===== config.mk =====
export PLATFORM = sky130hd
export DESIGN_NAME = cpu_core
export DESIGN_NICKNAME = d
export VERILOG_FILES = /design/src/source/cpu_pkg.sv /design/src/source/cycle_timer.sv /design/src/source/instr_decode.sv /design/src/source/reg_file.sv /design/src/source/alu_exec.sv /design/src/source/result_stage.sv /design/src/source/cpu_core.sv
export SDC_FILE = /design/constraint.sdc
export NUM_CORES = 1
export LEC_CHECK = 0
export BUFFER_PORTS_ARGS = -buffer_cell sky130_fd_sc_hd__clkbuf_2
export CORE_ASPECT_RATIO = 1.25
export CORE_MARGIN = 10
export CORE_UTILIZATION = 60
export CTS_CLUSTER_DIAMETER = 100
export CTS_CLUSTER_SIZE = 8
export DETAILED_ROUTE_END_ITERATION = 8
export HOLD_SLACK_MARGIN = 0.03
export PLACE_DENSITY = 0.8
export SLEW_MARGIN = 20
export SYNTH_ARGS = -nofsm -noshare
export SYNTH_HDL_FRONTEND = slang
export SYNTH_SLANG_ARGS = --single-unit

===== constraint.sdc =====
create_clock -name clk -period 5.2 [get_ports clk]
set_input_delay 0 -clock clk [delete_from_list [all_inputs] [get_ports clk]]
set_output_delay 0 -clock clk [all_outputs]
set_load 0.05 [all_outputs]

===== src/source/cpu_pkg.sv =====
`default_nettype none

package cpu_pkg;

    // T-cycles per M-cycle and longest instruction in M-cycles
    localparam int T_PER_M = 4;
    localparam int M_MAX   = 3;

    localparam logic [1:0] T_RD = 2'd2;              // Memory strobe in T3
    localparam logic [1:0] T_WB = 2'(T_PER_M - 1);   // Writeback in T4

    // Register encoding as in the opcode fields
    typedef enum logic [2:0] {
        REG_B  = 3'd0,
        REG_C  = 3'd1,
        REG_D  = 3'd2,
        REG_E  = 3'd3,
        REG_H  = 3'd4,
        REG_L  = 3'd5,
        MEM_HL = 3'd6,
        REG_A  = 3'd7
    } reg_sel_e;

    typedef enum logic [1:0] {WB_SBUS, WB_ALU, WB_MEM} wb_src_e;

    typedef enum logic [2:0] {
        ALU_ADD, ALU_ADC, ALU_SUB, ALU_SBC, ALU_AND, ALU_XOR, ALU_OR, ALU_CP
    } alu_op_e;

    typedef enum logic [1:0] {IDC_NONE, IDC_INC, IDC_DEC} incdec_e;

    typedef enum logic {PAIR_PC, PAIR_HL} addr_pair_e;

    typedef enum logic [2:0] {
        CLS_NOP, CLS_LD_RR, CLS_LD_RN, CLS_LD_RHL,
        CLS_LD_RRNN, CLS_INC_R, CLS_DEC_R, CLS_ALU_AR
    } instr_class_e;

    typedef struct packed {
        logic       rd_en;
        reg_sel_e   rd_addr;
        logic       drive_addr;    // Address bus carries a read address
        addr_pair_e addr_pair;
        logic       alu_begin;
        alu_op_e    alu_op;
        incdec_e    incdec;
        logic       wr_en;
        reg_sel_e   wr_addr;
        wb_src_e    wb_src;
        logic       flag_wr;
        logic       inc_pc;
    } ctrl_t;

    // Same bit order as the upper nibble of F
    typedef struct packed {
        logic z;
        logic n;
        logic h;
        logic c;
    } flags_t;

endpackage

`default_nettype wire


===== src/source/cycle_timer.sv =====
`timescale 1ns/1ps
`default_nettype none

module cycle_timer (
    input  wire logic       clk,
    input  wire logic       rst,
    input  wire logic [1:0] m_count,   // M-cycles of the current instruction
    output logic      [1:0] m_cycle,
    output logic      [1:0] t_cycle,
    output logic            m1t1
);
    import cpu_pkg::*;

    logic [3:0] cycle;   // {M, T}
    logic       last_m;

    assign m_cycle = cycle[3:2];
    assign t_cycle = cycle[1:0];
    assign m1t1    = (cycle == 4'd0);

    assign last_m = (m_cycle == 2'(m_count - 2'd1));

    always_ff @(posedge clk or negedge rst) begin
        if (!rst) begin
            cycle <= 4'd0;
        end else if (last_m && t_cycle == T_WB) begin
            cycle <= 4'd0;   // Next instruction starts at M1T1
        end else begin
            cycle <= cycle + 4'd1;
        end
    end

    // Decoded length must always cover the running M-cycle
    a_m_in_range: assert property (@(posedge clk) disable iff (!rst)
        m_cycle < m_count);

endmodule

`default_nettype wire


===== src/source/instr_decode.sv =====
`timescale 1ns/1ps
`default_nettype none

module instr_decode (
    input  wire logic       clk,
    input  wire logic       rst,
    input  wire logic [7:0] mem_data,
    input  wire logic [1:0] m_cycle,
    input  wire logic [1:0] t_cycle,
    input  wire logic       m1t1,
    output logic      [1:0] m_count,
    output cpu_pkg::ctrl_t  ctrl,
    output logic            mem_rd
);
    import cpu_pkg::*;

    logic [7:0]   ir;   // Instruction register
    instr_class_e cls;
    reg_sel_e     dst;
    reg_sel_e     src;
    logic         t_wb;

    assign dst  = reg_sel_e'(ir[5:3]);
    assign src  = reg_sel_e'(ir[2:0]);
    assign t_wb = (t_cycle == T_WB);

    // Opcode captured at the end of M1 T3
    always_ff @(posedge clk or negedge rst) begin
        if (!rst) begin
            ir <= 8'h00;
        end else if (mem_rd && m_cycle == 2'd0) begin
            ir <= mem_data;
        end
    end

    always_comb begin
        cls = CLS_NOP;   // Anything unsupported runs as a NOP
        case (ir[7:6])
            2'b00: begin
                if (ir[2:0] == 3'b110 && dst != MEM_HL) cls = CLS_LD_RN;
                else if (ir[3:0] == 4'b0001 && ir[5:4] != 2'b11) cls = CLS_LD_RRNN;
                else if (ir[2:0] == 3'b100 && dst != MEM_HL) cls = CLS_INC_R;
                else if (ir[2:0] == 3'b101 && dst != MEM_HL) cls = CLS_DEC_R;
            end
            2'b01: begin
                if (dst != MEM_HL && src != MEM_HL) cls = CLS_LD_RR;
                else if (src == MEM_HL && dst != MEM_HL) cls = CLS_LD_RHL;
            end
            2'b10: if (src != MEM_HL) cls = CLS_ALU_AR;
            default: cls = CLS_NOP;
        endcase
    end

    always_comb begin
        case (cls)
            CLS_LD_RN, CLS_LD_RHL: m_count = 2'd2;
            CLS_LD_RRNN:           m_count = 2'(M_MAX);
            default:               m_count = 2'd1;
        endcase
    end

    always_comb begin
        ctrl = '0;
        ctrl.drive_addr = (m_cycle == 2'd0);   // Opcode fetch through PC
        case (cls)
            CLS_LD_RR: begin
                ctrl.rd_en   = 1'b1;
                ctrl.rd_addr = src;
                ctrl.wr_en   = 1'b1;
                ctrl.wr_addr = dst;
                ctrl.wb_src  = WB_SBUS;
            end
            CLS_INC_R, CLS_DEC_R: begin
                ctrl.rd_en     = 1'b1;
                ctrl.rd_addr   = dst;   // Register is its own operand
                ctrl.alu_begin = 1'b1;
                ctrl.incdec    = (cls == CLS_INC_R) ? IDC_INC : IDC_DEC;
                ctrl.wr_en     = 1'b1;
                ctrl.wr_addr   = dst;
                ctrl.wb_src    = WB_ALU;
                ctrl.flag_wr   = 1'b1;
            end
            CLS_ALU_AR: begin
                ctrl.rd_en     = 1'b1;
                ctrl.rd_addr   = src;
                ctrl.alu_begin = 1'b1;
                ctrl.alu_op    = alu_op_e'(ir[5:3]);
                ctrl.wr_en     = (ir[5:3] != ALU_CP);   // CP only compares
                ctrl.wr_addr   = REG_A;
                ctrl.wb_src    = WB_ALU;
                ctrl.flag_wr   = 1'b1;
            end
            CLS_LD_RN, CLS_LD_RHL: begin
                if (m_cycle == 2'd1) begin
                    ctrl.drive_addr = 1'b1;
                    ctrl.addr_pair  = (cls == CLS_LD_RHL) ? PAIR_HL : PAIR_PC;
                    ctrl.wr_en      = 1'b1;
                    ctrl.wr_addr    = dst;
                    ctrl.wb_src     = WB_MEM;
                end
            end
            CLS_LD_RRNN: begin
                // Low byte in M2, high byte in M3
                if (m_cycle != 2'd0) begin
                    ctrl.drive_addr = 1'b1;
                    ctrl.wr_en      = 1'b1;
                    ctrl.wr_addr    = reg_sel_e'({ir[5:4], m_cycle == 2'd1});
                    ctrl.wb_src     = WB_MEM;
                end
            end
            default: ;
        endcase

        // Enables fire only in T4 once the opcode is latched
        ctrl.rd_en     = ctrl.rd_en & t_wb;
        ctrl.alu_begin = ctrl.alu_begin & t_wb;
        ctrl.wr_en     = ctrl.wr_en & t_wb;
        ctrl.flag_wr   = ctrl.flag_wr & t_wb;
        ctrl.inc_pc    = ctrl.drive_addr && ctrl.addr_pair == PAIR_PC && t_wb;
    end

    assign mem_rd = ctrl.drive_addr && (t_cycle == T_RD);

    a_strobe_slots: assert property (@(posedge clk) disable iff (!rst)
        (!mem_rd || t_cycle == T_RD) && (!ctrl.wr_en || t_wb));

    // The next opcode fetch follows the decoded last T4 at once
    a_length_honored: assert property (@(posedge clk) disable iff (!rst)
        t_wb && m_cycle == 2'(m_count - 2'd1) |=> m1t1);

endmodule

`default_nettype wire


===== src/source/reg_file.sv =====
`timescale 1ns/1ps
`default_nettype none

module reg_file (
    input  wire logic        clk,
    input  wire logic        rst,
    input  cpu_pkg::ctrl_t   ctrl,
    input  wire logic        mem_rd,
    input  wire logic [7:0]  mem_data,
    input  wire logic        wb_en,
    input  cpu_pkg::reg_sel_e wb_addr,
    input  wire logic [7:0]  wb_data,
    output logic      [7:0]  rd_data,    // Operand bus
    output logic      [7:0]  acc,
    output logic      [7:0]  mem_latch,
    output logic      [15:0] mem_addr
);
    import cpu_pkg::*;

    logic [7:0]  regs [8];   // Slot 6 is (HL) and never written
    logic [15:0] pc;
    logic [15:0] hl;

    assign hl      = {regs[REG_H], regs[REG_L]};
    assign acc     = regs[REG_A];
    assign rd_data = ctrl.rd_en ? regs[ctrl.rd_addr] : 8'h00;

    // HL only for LD r,(HL), PC otherwise
    assign mem_addr = (ctrl.drive_addr && ctrl.addr_pair == PAIR_HL) ? hl : pc;

    always_ff @(posedge clk or negedge rst) begin
        if (!rst) begin
            for (int i = 0; i < 8; i++) begin
                regs[i] <= 8'h00;
            end
        end else if (wb_en && wb_addr != MEM_HL) begin
            regs[wb_addr] <= wb_data;
        end
    end

    always_ff @(posedge clk or negedge rst) begin
        if (!rst) begin
            pc <= 16'h0000;
        end else if (ctrl.inc_pc) begin
            pc <= pc + 16'd1;   // End of T4 after a PC read
        end
    end

    // Data byte held from T3 for writeback in T4
    always_ff @(posedge clk) begin
        if (mem_rd) begin
            mem_latch <= mem_data;
        end
    end

endmodule

`default_nettype wire


===== src/source/alu_exec.sv =====
`timescale 1ns/1ps
`default_nettype none

module alu_exec (
    input  cpu_pkg::ctrl_t  ctrl,
    input  wire logic [7:0] acc,
    input  wire logic [7:0] rd_data,
    input  cpu_pkg::flags_t flags_in,
    output logic      [7:0] result,
    output cpu_pkg::flags_t flags_out
);
    import cpu_pkg::*;

    logic [8:0] sum;    // Bit 8 is carry or borrow
    logic [4:0] half;   // Bit 4 is nibble carry or borrow
    logic       cin;

    always_comb begin
        result    = rd_data;
        flags_out = flags_in;
        cin       = 1'b0;
        sum       = 9'd0;
        half      = 5'd0;
        if (ctrl.alu_begin && ctrl.incdec == IDC_INC) begin
            result      = rd_data + 8'd1;
            flags_out.n = 1'b0;
            flags_out.h = (rd_data[3:0] == 4'hf);
            flags_out.z = (result == 8'h00);   // C untouched
        end else if (ctrl.alu_begin && ctrl.incdec == IDC_DEC) begin
            result      = rd_data - 8'd1;
            flags_out.n = 1'b1;
            flags_out.h = (rd_data[3:0] == 4'h0);
            flags_out.z = (result == 8'h00);
        end else if (ctrl.alu_begin) begin
            case (ctrl.alu_op)
                ALU_ADD, ALU_ADC: begin
                    cin       = (ctrl.alu_op == ALU_ADC) & flags_in.c;
                    sum       = {1'b0, acc} + {1'b0, rd_data} + 9'(cin);
                    half      = {1'b0, acc[3:0]} + {1'b0, rd_data[3:0]} + 5'(cin);
                    result    = sum[7:0];
                    flags_out = '{z: (sum[7:0] == 8'h00), n: 1'b0, h: half[4], c: sum[8]};
                end
                ALU_SUB, ALU_SBC, ALU_CP: begin
                    cin       = (ctrl.alu_op == ALU_SBC) & flags_in.c;
                    sum       = {1'b0, acc} - {1'b0, rd_data} - 9'(cin);
                    half      = {1'b0, acc[3:0]} - {1'b0, rd_data[3:0]} - 5'(cin);
                    result    = (ctrl.alu_op == ALU_CP) ? acc : sum[7:0];
                    flags_out = '{z: (sum[7:0] == 8'h00), n: 1'b1, h: half[4], c: sum[8]};
                end
                ALU_AND: begin
                    result    = acc & rd_data;
                    flags_out = '{z: (result == 8'h00), n: 1'b0, h: 1'b1, c: 1'b0};
                end
                ALU_XOR: begin
                    result    = acc ^ rd_data;
                    flags_out = '{z: (result == 8'h00), n: 1'b0, h: 1'b0, c: 1'b0};
                end
                default: begin   // OR
                    result    = acc | rd_data;
                    flags_out = '{z: (result == 8'h00), n: 1'b0, h: 1'b0, c: 1'b0};
                end
            endcase
        end
    end

endmodule

`default_nettype wire


===== src/source/result_stage.sv =====
`timescale 1ns/1ps
`default_nettype none

module result_stage (
    input  wire logic         clk,
    input  wire logic         rst,
    input  cpu_pkg::ctrl_t    ctrl,
    input  wire logic [7:0]   rd_data,
    input  wire logic [7:0]   mem_latch,
    input  wire logic [7:0]   result,
    input  cpu_pkg::flags_t   flags_out,
    output logic              wb_en,
    output cpu_pkg::reg_sel_e wb_addr,
    output logic      [7:0]   wb_data,
    output cpu_pkg::flags_t   flags
);
    import cpu_pkg::*;

    assign wb_en   = ctrl.wr_en;
    assign wb_addr = ctrl.wr_addr;

    always_comb begin
        case (ctrl.wb_src)
            WB_SBUS: wb_data = rd_data;     // Register to register
            WB_MEM:  wb_data = mem_latch;
            default: wb_data = result;
        endcase
    end

    // F register, written at T4 together with the result
    always_ff @(posedge clk or negedge rst) begin
        if (!rst) begin
            flags <= '0;
        end else if (ctrl.flag_wr) begin
            flags <= flags_out;
        end
    end

    // Decode never targets the (HL) slot with a register write
    a_no_hl_write: assert property (@(posedge clk) disable iff (!rst)
        wb_en |-> wb_addr != MEM_HL);

endmodule

`default_nettype wire


===== src/source/cpu_core.sv =====
`timescale 1ns/1ps
`default_nettype none

module cpu_core (
    input  wire logic         clk,
    input  wire logic         rst,
    output logic      [15:0]  mem_addr,
    output logic              mem_rd,
    input  wire logic [7:0]   mem_data,
    output logic              wb_en,
    output cpu_pkg::reg_sel_e wb_addr,
    output logic      [7:0]   wb_data,
    output cpu_pkg::flags_t   flags
);
    import cpu_pkg::*;

    logic [1:0] m_cycle;
    logic [1:0] t_cycle;
    logic       m1t1;
    logic [1:0] m_count;
    ctrl_t      ctrl;
    logic [7:0] rd_data;
    logic [7:0] acc;
    logic [7:0] mem_latch;
    logic [7:0] result;
    flags_t     flags_out;

    cycle_timer cycle_timer_i (
        .clk(clk), .rst(rst), .m_count(m_count),
        .m_cycle(m_cycle), .t_cycle(t_cycle), .m1t1(m1t1)
    );

    instr_decode instr_decode_i (
        .clk(clk), .rst(rst), .mem_data(mem_data), .m_cycle(m_cycle),
        .t_cycle(t_cycle), .m1t1(m1t1), .m_count(m_count), .ctrl(ctrl), .mem_rd(mem_rd)
    );

    reg_file reg_file_i (
        .clk(clk), .rst(rst), .ctrl(ctrl), .mem_rd(mem_rd), .mem_data(mem_data),
        .wb_en(wb_en), .wb_addr(wb_addr), .wb_data(wb_data), .rd_data(rd_data),
        .acc(acc), .mem_latch(mem_latch), .mem_addr(mem_addr)
    );

    alu_exec alu_exec_i (
        .ctrl(ctrl), .acc(acc), .rd_data(rd_data), .flags_in(flags),
        .result(result), .flags_out(flags_out)
    );

    result_stage result_stage_i (
        .clk(clk), .rst(rst), .ctrl(ctrl), .rd_data(rd_data), .mem_latch(mem_latch),
        .result(result), .flags_out(flags_out), .wb_en(wb_en), .wb_addr(wb_addr),
        .wb_data(wb_data), .flags(flags)
    );

endmodule

`default_nettype wire


Word-level counts from Yosys, hierarchy flattened
Cells that the tools add are included.

cells by class
  bitwise operators = 13
  mux-type cells = 40
  reductions and logical operators = 35
  equal/unequal tests = 32
  add/sub/neg operators = 13
  magnitude comparators = 3

operators with widths
  kind                                           count
  bitwise mux 64 bit                             1
  2-to-1 mux 8 bit                               8
  zero test 8 bit                                7
  case mux 8 bit (4 select lines)                1
  == test 3 bit, second input constant           10
  case mux 6 bit (5 select lines)                1
  2-to-1 mux 3 bit                               9
  binary-select mux 8 bit (select 3 bit)         1
  demux 8 bit (select 3 bit)                     1
  adder 16 x 1 -> 16 bit, second input constant  1
  2-to-1 mux 16 bit                              1
  case mux 4 bit (4 select lines)                1
  case mux 8 bit (2 select lines)                1
  logical AND 1 bit                              15
  == test 3 x 2 -> 1 bit, second input constant  4
  2-to-1 mux 6 bit                               2
  inequality test 3 bit, second input constant   4
  == test 2 bit, second input constant           5
  adder 8 x 8 -> 9 bit                           1
  adder 9 x 1 -> 9 bit                           1
  case mux 3 bit (3 select lines)                1
  subtractor 8 x 8 -> 9 bit                      1
  subtractor 9 x 1 -> 9 bit                      1
  adder 8 x 1 -> 8 bit, second input constant    1
  34 further kinds                               57

storage, ports and cells
  input port bits = 10
  register bits after elaboration = 104
  logic and storage cells = 152
  output and inout port bits = 33

Logic depth before layout (Yosys ltp)
Gate-level depths: netlist (run 1).

  depth in word-level cells = 24
  gate-level depth with buffers = 24
  mapped depth without buffers = 21

Cells and area by module
Synthesis (run 1) repeated with hierarchy kept, for this count alone.

second synthesis, totals
  cell total of the unflattened synthesis = 754
  area, all modules = 7,548.5 sq um

modules (own cells, without submodules)
  module        instances  cells an instance  area an instance (sq um)  seq. area each (sq um)
  reg_file      1          294                4,082.7                   2,242.2
  alu_exec      1          306                2,139.6                   0.0
  instr_decode  1          91                 729.4                     200.2
  result_stage  1          38                 347.8                     100.1
  cycle_timer   1          25                 249.0                     100.1

Worst setup path before layout (run 1)
No wires, ideal clock.

  path kind = register to register
  start = reg instr_decode_i.ir[2]
  end = reg reg_file_i.regs (netlist bit reg_file_i.acc[4])
  arrival time = 4.806 ns
  clock period less this slack = 4.934 ns
  cell stages (with the launch flop) = 22
  path slack = 0.266 ns
  setup time = 0.128 ns
  buffers on the path = 4
  required time = 5.072 ns
  cell sequence = dfrtp_1 > buf_4 > nor3b_1 > a32o_2 > a21o_4 > buf_6 > mux2i_1 > a31o_2 > nor3_1 > buf_6 > inv_1 > ha_1 > clkbuf_1 > nand2b_1 > a21oi_1 > xnor2_1 > nand2_1 > o21ai_0 > a221oi_1 > a21oi_1 > nand4b_1 > mux2_2

between the ends
  word-level cells in the longest chain between the ends = 24
  elaborated cells on any way between the ends = 84
  those cells by class = 6 x add/sub; 2 x order compare; 22 x eq/ne; 27 x mux; 10 x bitwise; 17 x reduce/logical

ends and longest elaborated chain
  item                                                  line                RTL
  start: declaration                                    instr_decode.sv:17  logic [7:0] ir;
  start signal: assignment                              instr_decode.sv:32  ir <= mem_data;
  == test 3 bit                                         instr_decode.sv:43  else if (ir[2:0] == 3'b101 && dst != MEM_HL) cls = CLS_DEC_R;
  logical AND 1 bit                                     instr_decode.sv:43
  2-to-1 mux 3 bit                                      instr_decode.sv:43
  2-to-1 mux 3 bit                                      instr_decode.sv:42  else if (ir[2:0] == 3'b100 && dst != MEM_HL) cls = CLS_INC_R;
  2-to-1 mux 3 bit                                      instr_decode.sv:41  else if (ir[3:0] == 4'b0001 && ir[5:4] != 2'b11) cls = CLS_LD_RRNN;
  2-to-1 mux 3 bit                                      instr_decode.sv:40  if (ir[2:0] == 3'b110 && dst != MEM_HL) cls = CLS_LD_RN;
  case mux 3 bit (3 select lines)                       instr_decode.sv:38  case (ir[7:6])
  == test 3 x 1 -> 1 bit, or another cell as far along  instr_decode.sv:65  case (cls)
  [... 9 more ...]                                      -
  2-to-1 mux 8 bit                                      alu_exec.sv:47      result = (ctrl.alu_op == ALU_CP) ? acc : sum[7:0];
  case mux 8 bit (4 select lines)                       alu_exec.sv:35      case (ctrl.alu_op)
  2-to-1 mux 8 bit                                      alu_exec.sv:34      end else if (ctrl.alu_begin) begin
  2-to-1 mux 8 bit                                      alu_exec.sv:29      end else if (ctrl.alu_begin && ctrl.incdec == IDC_DEC) begin
  2-to-1 mux 8 bit                                      alu_exec.sv:24      if (ctrl.alu_begin && ctrl.incdec == IDC_INC) begin
  case mux 8 bit (2 select lines) *                     result_stage.sv:23  case (ctrl.wb_src)
  net wb_data[4]                                        cpu_core.sv:12      output logic [7:0] wb_data,
  bitwise mux 64 bit *                                  reg_file.sv:37      regs[wb_addr] <= wb_data;
  end signal: indexed assignment                        reg_file.sv:37
  end: declaration                                      reg_file.sv:20      logic [7:0] regs [8];

The timed path passes the listed nets; every way through them passes the cells marked *. The select of a mux whose other input is x is not followed.
A chain may end at the register's enable or synchronous reset.

Worst setup path after layout (run 1)
  start = reg instr_decode_i.ir[0]
  end = out wb_data[7]

between the ends
  word-level cells in the longest chain between the ends = 23
  elaborated cells on any way between the ends = 74
  those cells by class = 6 x add/sub; 21 x eq/ne; 24 x mux; 8 x bitwise; 15 x reduce/logical

ends and longest elaborated chain
  item                                                  line                RTL
  == test 3 bit                                         instr_decode.sv:43
  logical AND 1 bit                                     instr_decode.sv:43
  2-to-1 mux 3 bit                                      instr_decode.sv:43
  2-to-1 mux 3 bit                                      instr_decode.sv:42
  2-to-1 mux 3 bit                                      instr_decode.sv:41
  2-to-1 mux 3 bit                                      instr_decode.sv:40
  case mux 3 bit (3 select lines)                       instr_decode.sv:38
  == test 3 x 1 -> 1 bit, or another cell as far along  instr_decode.sv:65
  [... 7 more ...]                                      -
  subtractor 8 x 8 -> 9 bit                             alu_exec.sv:45      sum = {1'b0, acc} - {1'b0, rd_data} - 9'(cin);
  subtractor 9 x 1 -> 9 bit                             alu_exec.sv:45
  2-to-1 mux 8 bit                                      alu_exec.sv:47
  case mux 8 bit (4 select lines)                       alu_exec.sv:35
  2-to-1 mux 8 bit                                      alu_exec.sv:34
  2-to-1 mux 8 bit                                      alu_exec.sv:29
  2-to-1 mux 8 bit                                      alu_exec.sv:24
  case mux 8 bit (2 select lines) *                     result_stage.sv:23
  end: declaration                                      cpu_core.sv:12

Every way passes the cells marked *; elsewhere a longest branch is shown, timed or not. The select of a mux whose other input is x is not followed.

==> results of run 1 <==
==> what timing repair did <==
action	4_1_cts	5_1_grt
pin swaps	1	2
resized for setup	15	10
hold endpoints to repair	52	0
setup endpoints to repair	9	23
hold buffers	9	0
gates cloned	0	0
setup buffers	3	6
==> registers in the layout, summed over array words and instances, names as in the netlist <==
signal                flops
cycle_timer_i.cycle       4
instr_decode_i.ir         8
result_stage_i.flags      4
reg_file_i.pc            16
reg_file_i.acc            8
reg_file_i.hl            16
reg_file_i.regs          40
reg_file_i.mem_latch      8
==> layout make-up <==
cell class / count / share of cell area
inverters: 45 / 0.0188
repair buffers: 106 / 0.0814
multi-input cells: 668 / 0.550
clock buffers: 10 / 0.0254
clock inverters: 6 / 0.00597
well taps: 171 / 0.0238
flip-flops and latches: 104 / 0.294
==> power by group <==
part	internal, µW	leakage (µW)	switching, µW
Clock	334	0.000140	332
Sequential	995	0.00135	227
Combinational	857	0.00232	1480
Total	2190	0.00381	2040
==> through the flow <==
stage	cell area [µm²]	setup TNS (ns)	util	hold slack (ns)	cells
after floorplan	8030	0	-	-0.296	881
after global placement	8480	0	0.644	-0.0162	1075
after detailed placement	8480	0	0.644	-0.0166	1075
after CTS	8910	0	0.676	0.153	1103
after global routing	9010	-0.426	0.684	0.198	1110
final	9010	0	0.684	0.138	1110
==> worst reg2reg max path: cells and delay by family (launching register included) <==
family | cells | cell delay [ns]
compound gates | 11 | 2.82
buf+inv | 4 | 0.64
simple gates | 4 | 0.63
flops | 1 | 0.48
fa+ha+maj | 1 | 0.25
==> per-layer routing <==
| metal | track usage | routed length (µm) | vias to the layer above | part of all wire |
|---|---|---|---|---|
| li1 | - | - | 3372 | - |
| met1 | 0.331 | 9860 | 3561 | 0.40 |
| met2 | 0.452 | 12000 | 408 | 0.48 |
| met3 | 0.0398 | 1700 | 89 | 0.068 |
| met4 | 0.137 | 1220 | 0 | 0.049 |
| met5 | 0 | 0 | - | 0 |
==> final timing paths <==
| check | endpoint | cells past startpoint | slack [ns] |
|---|---|---|---|
| setup / recovery | wb_data[7] | 20 | 0.03 |
| hold / removal | result_stage_i.flags[1] | 2 | 0.14 |
| setup reg to reg | reg_file_i.regs[62] | 20 | 0.26 |
| hold reg to reg | reg_file_i.regs[14] | 0 | 0.38 |
| max in group asynchronous | instr_decode_i.ir[4] | 3 | 3.86 |
| min in group clk | reg_file_i.mem_latch[7] | 2 | 0.38 |
==> cells by family after synthesis <==
family	Yosys count	synth area share
AND/OR/NAND/NOR	289	0.188
AO/OA/AOI/OAI	237	0.219
buffers and inverters	109	0.0641
flip-flops	104	0.329
multiplexers	71	0.0993
adder cells (fa/ha/maj)	40	0.0661
XOR/XNOR	31	0.0338
==> cells in the final DEF (no fill, tap or decap), types with 6 or more instances in the layout <==
cell type | netlist | layout
dfrtp_1 | 96 | 90
nand2_1 | 84 | 84
buf_4 | 6 | 55
nor2_1 | 53 | 52
mux2_2 | 49 | 49
o21ai_0 | 48 | 47
inv_1 | 43 | 43
clkbuf_2 | 0 | 39
ha_1 | 36 | 36
a21oi_1 | 33 | 32
nand3_1 | 28 | 28
mux2i_1 | 20 | 20
nor3_1 | 20 | 19
nand4_1 | 18 | 18
xnor2_1 | 18 | 18
xor2_1 | 13 | 13
o31ai_1 | 12 | 12
a31oi_1 | 11 | 11
nand2b_1 | 10 | 10
nor2b_1 | 9 | 9
and3_1 | 10 | 9
clkbuf_16 | 0 | 9
dlygate4sd3_1 | 0 | 9
o211ai_1 | 8 | 8
a221oi_1 | 8 | 8
nor4_1 | 11 | 8
o22ai_1 | 8 | 8
or3_1 | 8 | 8
a41oi_1 | 8 | 8
edfxtp_1 | 8 | 8
o21ai_1 | 5 | 6
o21a_1 | 6 | 6
dfrtp_2 | 0 | 6
==> flow_summary.yaml, run 1 <==
setup_path:
  cp-end-kind: "primary output"
  critPathMaxStageDelay_ns: 0.57
  worstPathRequired_ns: 5.20
  cp_data_arrival_time_ns: 5.17
  crit_chain: "nand2b_1 > a32o_2 > a21o_4 > nand4_1 > nand4_1 > or2_2 > fa_1 > inv_1 > ha_1 > o21ai_1 > nand3_1 > a2111oi_4 > nor3b_2 > a211oi_1 > o21ai_0 > nand2_1 > a211oi_2 > buf_4 > o21bai_1 > clkbuf_4"
  crit_path_top_delay_cell: "fa_1"
  critPathKind: "reg2out"
  r2r-start: "instr_decode_i.ir[0]"
  startpoint: "instr_decode_i.ir[0]"
  cp_num_buf_inv: 3
  worst_setup_path_start_kind: "flop"
  crit_top_cell: "nand4_1"
  path_max_fanout: 13
  critPathTopFamily: "compound AO/OA/AOI/OAI gates"
global_route:
  grt_pass1_vias: 7300
  grt_max_degree: 61
  grt_pass1_wl_um: 39500
  grt_antenna_before_repair: 0
  overflow: 0
  grt_usage: 0.271
power:
  p_total_uw: 4230
  power.density_nw_per_um2: 470
  vdd_drop_max_mv: 0.327
  p_leak_uw: 0.00381
drt:
  vias: 7430
  routedWlPerCell_um: 22.3
  initialDrtViolationCount: 806
  dr.pass1.iters: 5
  ant_nets: 0
  viasPerCell: 6.69
  wl_um: 24800
  drc_errors: 0
timing:
  fin_ws_ns: 0.0280
  hold_viol: 0
  drv_slew: 0
  fin_crit_ns: 5.17
  fin_skew_ns: 0.0114
  setup_viol: 0
  tightest_slew_ns: 1.07
  rsz0062_at_grt: "true"
  timing.final.crit_share: 0.995
  clock.fmax_mhz: 193
  slew_headroom: 0.284
floorplanning:
  die-area_um2: 18400
  ioPinCount: 43
  core_um2: 13200
  fp.dieH_um: 149
  die_w_um: 123
  start_util: 0.609
  rows: 47
finish:
  fin_nets: 984
  multi_input_area_um2: 4960
  drive_gt1_frac: 0.244
  area_growth_pct: 12.2
  insertedDiodeCount: 0
  seq_area_um2: 2650
  fillCellCount: 1082
worst_hold_path:
  hold_path.class: "in2async"
flow_run:
  drv_cap: 0
yosys:
  ys_async_sr_fraction: 0.923
  yosysTopAreaCellShare: 0.299
  syn_inst: 881
  syn_avg_cell_area_um2: 9.11
  synthTopCellsByCount: "dfrtp_1 (96), nand2_1 (84), nor2_1 (53)"
  yosys-top-cells-area: "dfrtp_1 (30%), mux2_2 (6.9%), ha_1 (5.6%)"
  synth_flop_cell: "dfrtp_1"
  synthesis.nets: 931
  yosysWarningCount: 0
  seq_area_frac_synth: 0.329
  ys_seq_elements: 104
  yosysUniqueCellTypes: 94
  synth.most_common_cell: "dfrtp_1"
  synth_area_um2: 8030
  synth_edf_count: 8
  synth_top_cell_by_area: "dfrtp_1"
cts:
  clock_latency_ns: 0.35
  cts_buffers: 9
  cts.sinks: 104
  cts_buffer_depth: 2
  cts_root_buffer: "clkbuf_16"
  path_clk_slew_ns: 0.08
  cts_tree: "built"
  h-tree-depth: 3
place:
  io_buffers: 42
  gp_congestion: 1.03
  dpl.hpwl_um: 18200
  place_ws_ns: 0.0130
outcome:
  status: "finished clean"
(Power assumes the default switching activity.)
==> run 2, diff against run 1 <==
--- a/config.mk
+++ b/config.mk
@@ -7,7 +7,6 @@
 export LEC_CHECK = 0
 export BUFFER_PORTS_ARGS = -buffer_cell sky130_fd_sc_hd__clkbuf_2
 export CORE_ASPECT_RATIO = 1.25
-export CORE_MARGIN = 10
 export CORE_UTILIZATION = 60
 export CTS_CLUSTER_DIAMETER = 100
 export CTS_CLUSTER_SIZE = 8
==> constraint.sdc (replaced) <==
create_clock -name clk -period 5.8 [get_ports clk]
set_input_delay 0 -clock clk [delete_from_list [all_inputs] [get_ports clk]]
set_output_delay 0 -clock clk [all_outputs]
set_load 0.05 [all_outputs]
==> flow_summary.yaml, run 2 (synthesis results as in run 1) <==
floorplanning:
  die_w_um: 105
  core_um2: 12900
  start_util: 0.623
  die-area_um2: 13800
  ioPinCount: 43
  fp.dieH_um: 131
  rows: 46
global_route:
  grt_pass1_wl_um: 38400
  grt_pass1_vias: 7077
  grt_max_degree: 60
  grt_usage: 0.357
  overflow: 0
  grt_antenna_before_repair: 0
power:
  p_total_uw: 3640
  power.density_nw_per_um2: 416
  vdd_drop_max_mv: 0.329
  p_leak_uw: 0.00368
drt:
  drc_errors: 0
  dr.pass1.iters: 5
  initialDrtViolationCount: 618
  routedWlPerCell_um: 22.3
  ant_nets: 0
  viasPerCell: 6.77
  vias: 7314
  wl_um: 24000
flow_run:
  drv_cap: 0
cts:
  clock_latency_ns: 0.35
  cts.sinks: 104
  cts_buffer_depth: 2
  cts_tree: "built"
  cts_root_buffer: "clkbuf_16"
  path_clk_slew_ns: 0.08
  cts_buffers: 9
  h-tree-depth: 3
place:
  io_buffers: 42
  dpl.hpwl_um: 17700
  gp_congestion: 1.01
  post_dp_cell_area_um2: 8300
setup_path:
  path_max_fanout: 22
  crit_chain: "nand2b_1 > nor3_1 > a21o_1 > buf_4 > a211oi_1 > a211oi_1 > o21ai_1 > ha_1 > ha_1 > o21ai_0 > nand3b_1 > o21ai_0 > nor3b_1 > a211oi_1 > o21ai_0 > nand2_1 > a211oi_4 > o21bai_1 > clkbuf_2"
  worstPathRequired_ns: 5.80
  crit_path_top_delay_cell: "dfrtp_2"
  critPathMaxStageDelay_ns: 0.56
  worst_setup_path_start_kind: "flop"
  cp-end-kind: "primary output"
  critPathKind: "reg2out"
  cp_data_arrival_time_ns: 5.50
finish:
  final_cell_mix: "dfrtp_1 (91), nand2_1 (84), nor2_1 (53)"
  fillCellCount: 1110
  insertedDiodeCount: 0
  final_area_um2: 8750
  top_register: "reg_file_i.regs"
  finalCoreUtilization: 0.679
  area_growth_pct: 9.06
  fin_nets: 957
  layout_commonest_cell: "dfrtp_1"
  largest_reg_flops: 40
  drive_gt1_frac: 0.211
outcome:
  status: "finished clean"
timing:
  slew_headroom: 0.223
  timing.final.crit_share: 0.949
  fin_crit_ns: 5.50
  setup_tns_ns: 0
  fin_skew_ns: 0.00593
  setup_viol: 0
  drv_slew: 0
  hold_viol: 0
  clock.fmax_mhz: 182
  tightest_slew_ns: 1.16
worst_hold_path:
  hold_path.class: "in2async"
-- run 2: through the flow --
stage               instances  hold WS, ns  setup slack (ns)
floorplan                 881       -0.296             0.866
global placement         1050     -0.00559             0.415
detailed placement       1050      0.00150             0.443
CTS                      1075        0.168           0.00335
global route             1080        0.215          -0.00268
finish                   1080        0.159             0.298
-- run 2: timing repair --
item / in CTS / in global routing
hold buffers: 9 / 0
hold endpoints to repair: 53 / 0
buffers inserted: 0 / 4
resized for setup: 0 / 10
setup endpoints to repair: 0 / 20
-- run 2: power by group --
group	switching [µW]	internal, µW	leakage (µW)
Sequential	218	890	0.00135
Combinational	1250	671	0.00218
Clock	304	305	0.000147
-- run 2: path summary, 6_finish.rpt --
kind,from,endpoint,slack (ns),cells past startpoint
setup / recovery,instr_decode_i.ir[6],wb_data[7],0.30,19
hold / removal,rst,cycle_timer_i.cycle[2],0.16,2
setup reg to reg,instr_decode_i.ir[6],reg_file_i.regs[55],0.46,20
hold reg to reg,reg_file_i.regs[11],reg_file_i.regs[11],0.38,0
max in group asynchronous,rst,reg_file_i.hl[12],4.52,3
min in group clk,reg_file_i.regs[11],reg_file_i.regs[11],0.38,0
-- run 2: worst max-delay path: cells and delay by family (launching register included) --
kind	cells	cell delay, ns
AOI/OAI and AO/OA	10	1.99
adders and majority gates	2	0.86
buffers and inverters	2	0.50
DFF	1	0.56
and+or+nand+nor	5	1.22
-- run 2: cell type report --
type	instances	area, µm²	share of cell area
multi-input cells	668	4910	0.561
clock buffers	9	225	0.0257
inverters	45	169	0.0193
flip-flops and latches	104	2650	0.303
repair buffers	79	510	0.0583
well taps	168	210	0.0240
clock inverters	7	76.3	0.00872
-- run 2: metal layers --
layer	vias up	wire, µm	global-route usage
met5	-	0	0
met4	0	1490	0.214
met3	100	1550	0.0556
met2	359	11400	0.573
met1	3521	9650	0.453
li1	3334	-	-
==> run 3, diff against run 2 <==
--- a/config.mk
+++ b/config.mk
@@ -13,6 +13,7 @@
 export DETAILED_ROUTE_END_ITERATION = 8
 export HOLD_SLACK_MARGIN = 0.03
 export PLACE_DENSITY = 0.8
+export REMOVE_ABC_BUFFERS = 1
 export SLEW_MARGIN = 20
 export SYNTH_ARGS = -nofsm -noshare
 export SYNTH_HDL_FRONTEND = slang
==> flow_summary.yaml, run 3 (synthesis results as in run 1) <==
place:
  gp_congestion: 1.01
  io_buffers: 42
  dpl.hpwl_um: 17600
  post_dp_cell_area_um2: 8370
floorplanning:
  die-area_um2: 13800
  rows: 46
  start_util: 0.623
  die_w_um: 105
  core_um2: 12900
  fp.dieH_um: 131
  ioPinCount: 43
cts:
  path_clk_slew_ns: 0.07
  cts_root_buffer: "clkbuf_16"
  cts_buffers: 9
  cts_tree: "built"
  h-tree-depth: 3
  cts.sinks: 104
  cts_buffer_depth: 2
  clock_latency_ns: 0.35
finish:
  fin_nets: 966
  final_area_um2: 8840
  top_register: "reg_file_i.regs"
  insertedDiodeCount: 0
  layout_commonest_cell: "dfrtp_1"
  final_cell_mix: "dfrtp_1 (94), nand2_1 (84), nor2_1 (53)"
  drive_gt1_frac: 0.216
  area_growth_pct: 10.1
  largest_reg_flops: 40
setup_path:
  cp_data_arrival_time_ns: 5.43
  cp-end-kind: "primary output"
  critPathKind: "reg2out"
  critPathMaxStageDelay_ns: 0.54
  path_max_fanout: 15
  worstPathRequired_ns: 5.80
  worst_setup_path_start_kind: "flop"
  crit_chain: "buf_4 > nand2b_1 > o221a_2 > a21o_2 > o2111ai_1 > nand4_1 > or2_2 > fa_1 > inv_1 > ha_1 > o21ai_0 > nand3_1 > a2111oi_1 > nor3b_1 > a211oi_1 > o21ai_0 > nand2_1 > a211oi_2 > buf_4 > o21bai_1 > clkbuf_4"
  crit_path_top_delay_cell: "fa_1"
power:
  power.density_nw_per_um2: 422
  comb_power_share: 0.538
  vdd_drop_max_mv: 0.338
  switchingPower_uw: 1780
  p_clk_frac: 0.177
  swShare: 0.476
  p_leak_uw: 0.00374
  p_int_uw: 1960
  seq_power_share: 0.286
timing:
  drv_slew: 0
  fin_skew_ns: 0.00868
  tightest_slew_ns: 1.06
  hold_viol: 0
  rsz0062_at_grt: "false"
  fin_crit_ns: 5.43
  clock.fmax_mhz: 184
  setup_tns_ns: 0
  slew_headroom: 0.290
  setup_viol: 0
  timing.final.crit_share: 0.936
drt:
  drc_errors: 0
  initialDrtViolationCount: 867
  vias: 7456
  dr.pass1.iters: 5
  routedWlPerCell_um: 22.0
  wl_um: 24000
  viasPerCell: 6.85
  ant_nets: 0
global_route:
  overflow: 0
  grt_pass1_wl_um: 38200
  grt_pass1_vias: 7116
  grt_usage: 0.355
  grt_max_degree: 81
  grt_antenna_before_repair: 0
outcome:
  status: "finished clean"
flow_run:
  drv_cap: 0
worst_hold_path:
  hold_path.class: "in2async"
-- run 3: changes by cell type in the layout (fill, tap and decap cells not counted), sizes merged --
cell,previous run,this run
buf,29,37
bufinv,0,1
clkbuf,50,53
clkinv,4,2
inv,48,47
-- run 3: timing repair --
action | in CTS | in global routing
hold buffers | 9 | 0
resized for setup | 0 | 9
hold endpoints to repair | 32 | 0
endpoints found under the setup margin | 0 | 4
buffers inserted | 0 | 3
-- run 3: worst paths after layout --
path,start,endpoint,slack [ns],depth (start not counted)
setup / recovery,instr_decode_i.ir[6],wb_data[7],0.37,21
hold / removal,rst,instr_decode_i.ir[1],0.05,2
setup reg to reg,instr_decode_i.ir[6],reg_file_i.regs[47],0.58,20
hold reg to reg,reg_file_i.regs[15],reg_file_i.regs[15],0.38,0
max in group asynchronous,rst,reg_file_i.pc[7],4.76,3
min in group clk,mem_data[4],reg_file_i.mem_latch[4],0.38,2
-- run 3: layer usage --
metal	part of all wire	GRT usage
met3	0.070	0.0397
met4	0.062	0.216
met1	0.39	0.451
met2	0.48	0.578
met5	0	0
-- run 3: critical path: cells and delay by family, from the launching register on --
| kind | cells | cell delay (ns) |
|---|---|---|
| AO/OA/AOI/OAI | 9 | 1.82 |
| buffers and inverters | 4 | 0.75 |
| adder cells (fa/ha/maj) | 2 | 0.70 |
| flip-flops | 1 | 0.53 |
| AND/OR/NAND/NOR | 6 | 1.25 |
-- run 3: power groups by stage --
| stage | Clock (µW) | Combinational (µW) | Sequential, µW |
|---|---|---|---|
| final | 659 | 2010 | 1070 |
| after global routing | 688 | 2140 | 1090 |
| after CTS | 660 | 1950 | 1060 |
| after detailed placement | 0 | 1920 | 1070 |
| after global placement | 0 | 1890 | 1060 |
| after floorplan | 0 | 1320 | 1100 |
-- run 3: metrics by stage --
stage          cells  setup WS [ns]  power, µW  hold slack (ns)  utilization
6_report        1089          0.369       3730           0.0527        0.685
5_1_grt         1089         0.0131       3920           0.0894        0.685
4_1_cts         1085          0.209       3660           0.0576        0.681
3_5_place_dp    1060          0.557       2990           -0.116        0.649
3_3_place_gp    1060          0.687       2960           -0.115        0.649
2_1_floorplan    817          0.202       2420           -0.296            -
-- run 3: cell type report --
| type | instances | area (µm²) |
|---|---|---|
| clock buffers | 11 | 264 |
| flip-flops and latches | 104 | 2650 |
| inverters | 45 | 169 |
| repair buffers | 88 | 587 |
| clock inverters | 5 | 60.1 |
| well taps | 168 | 210 |
| multi-input cells | 668 | 4900 |
| fillers | 1041 | 4060 |
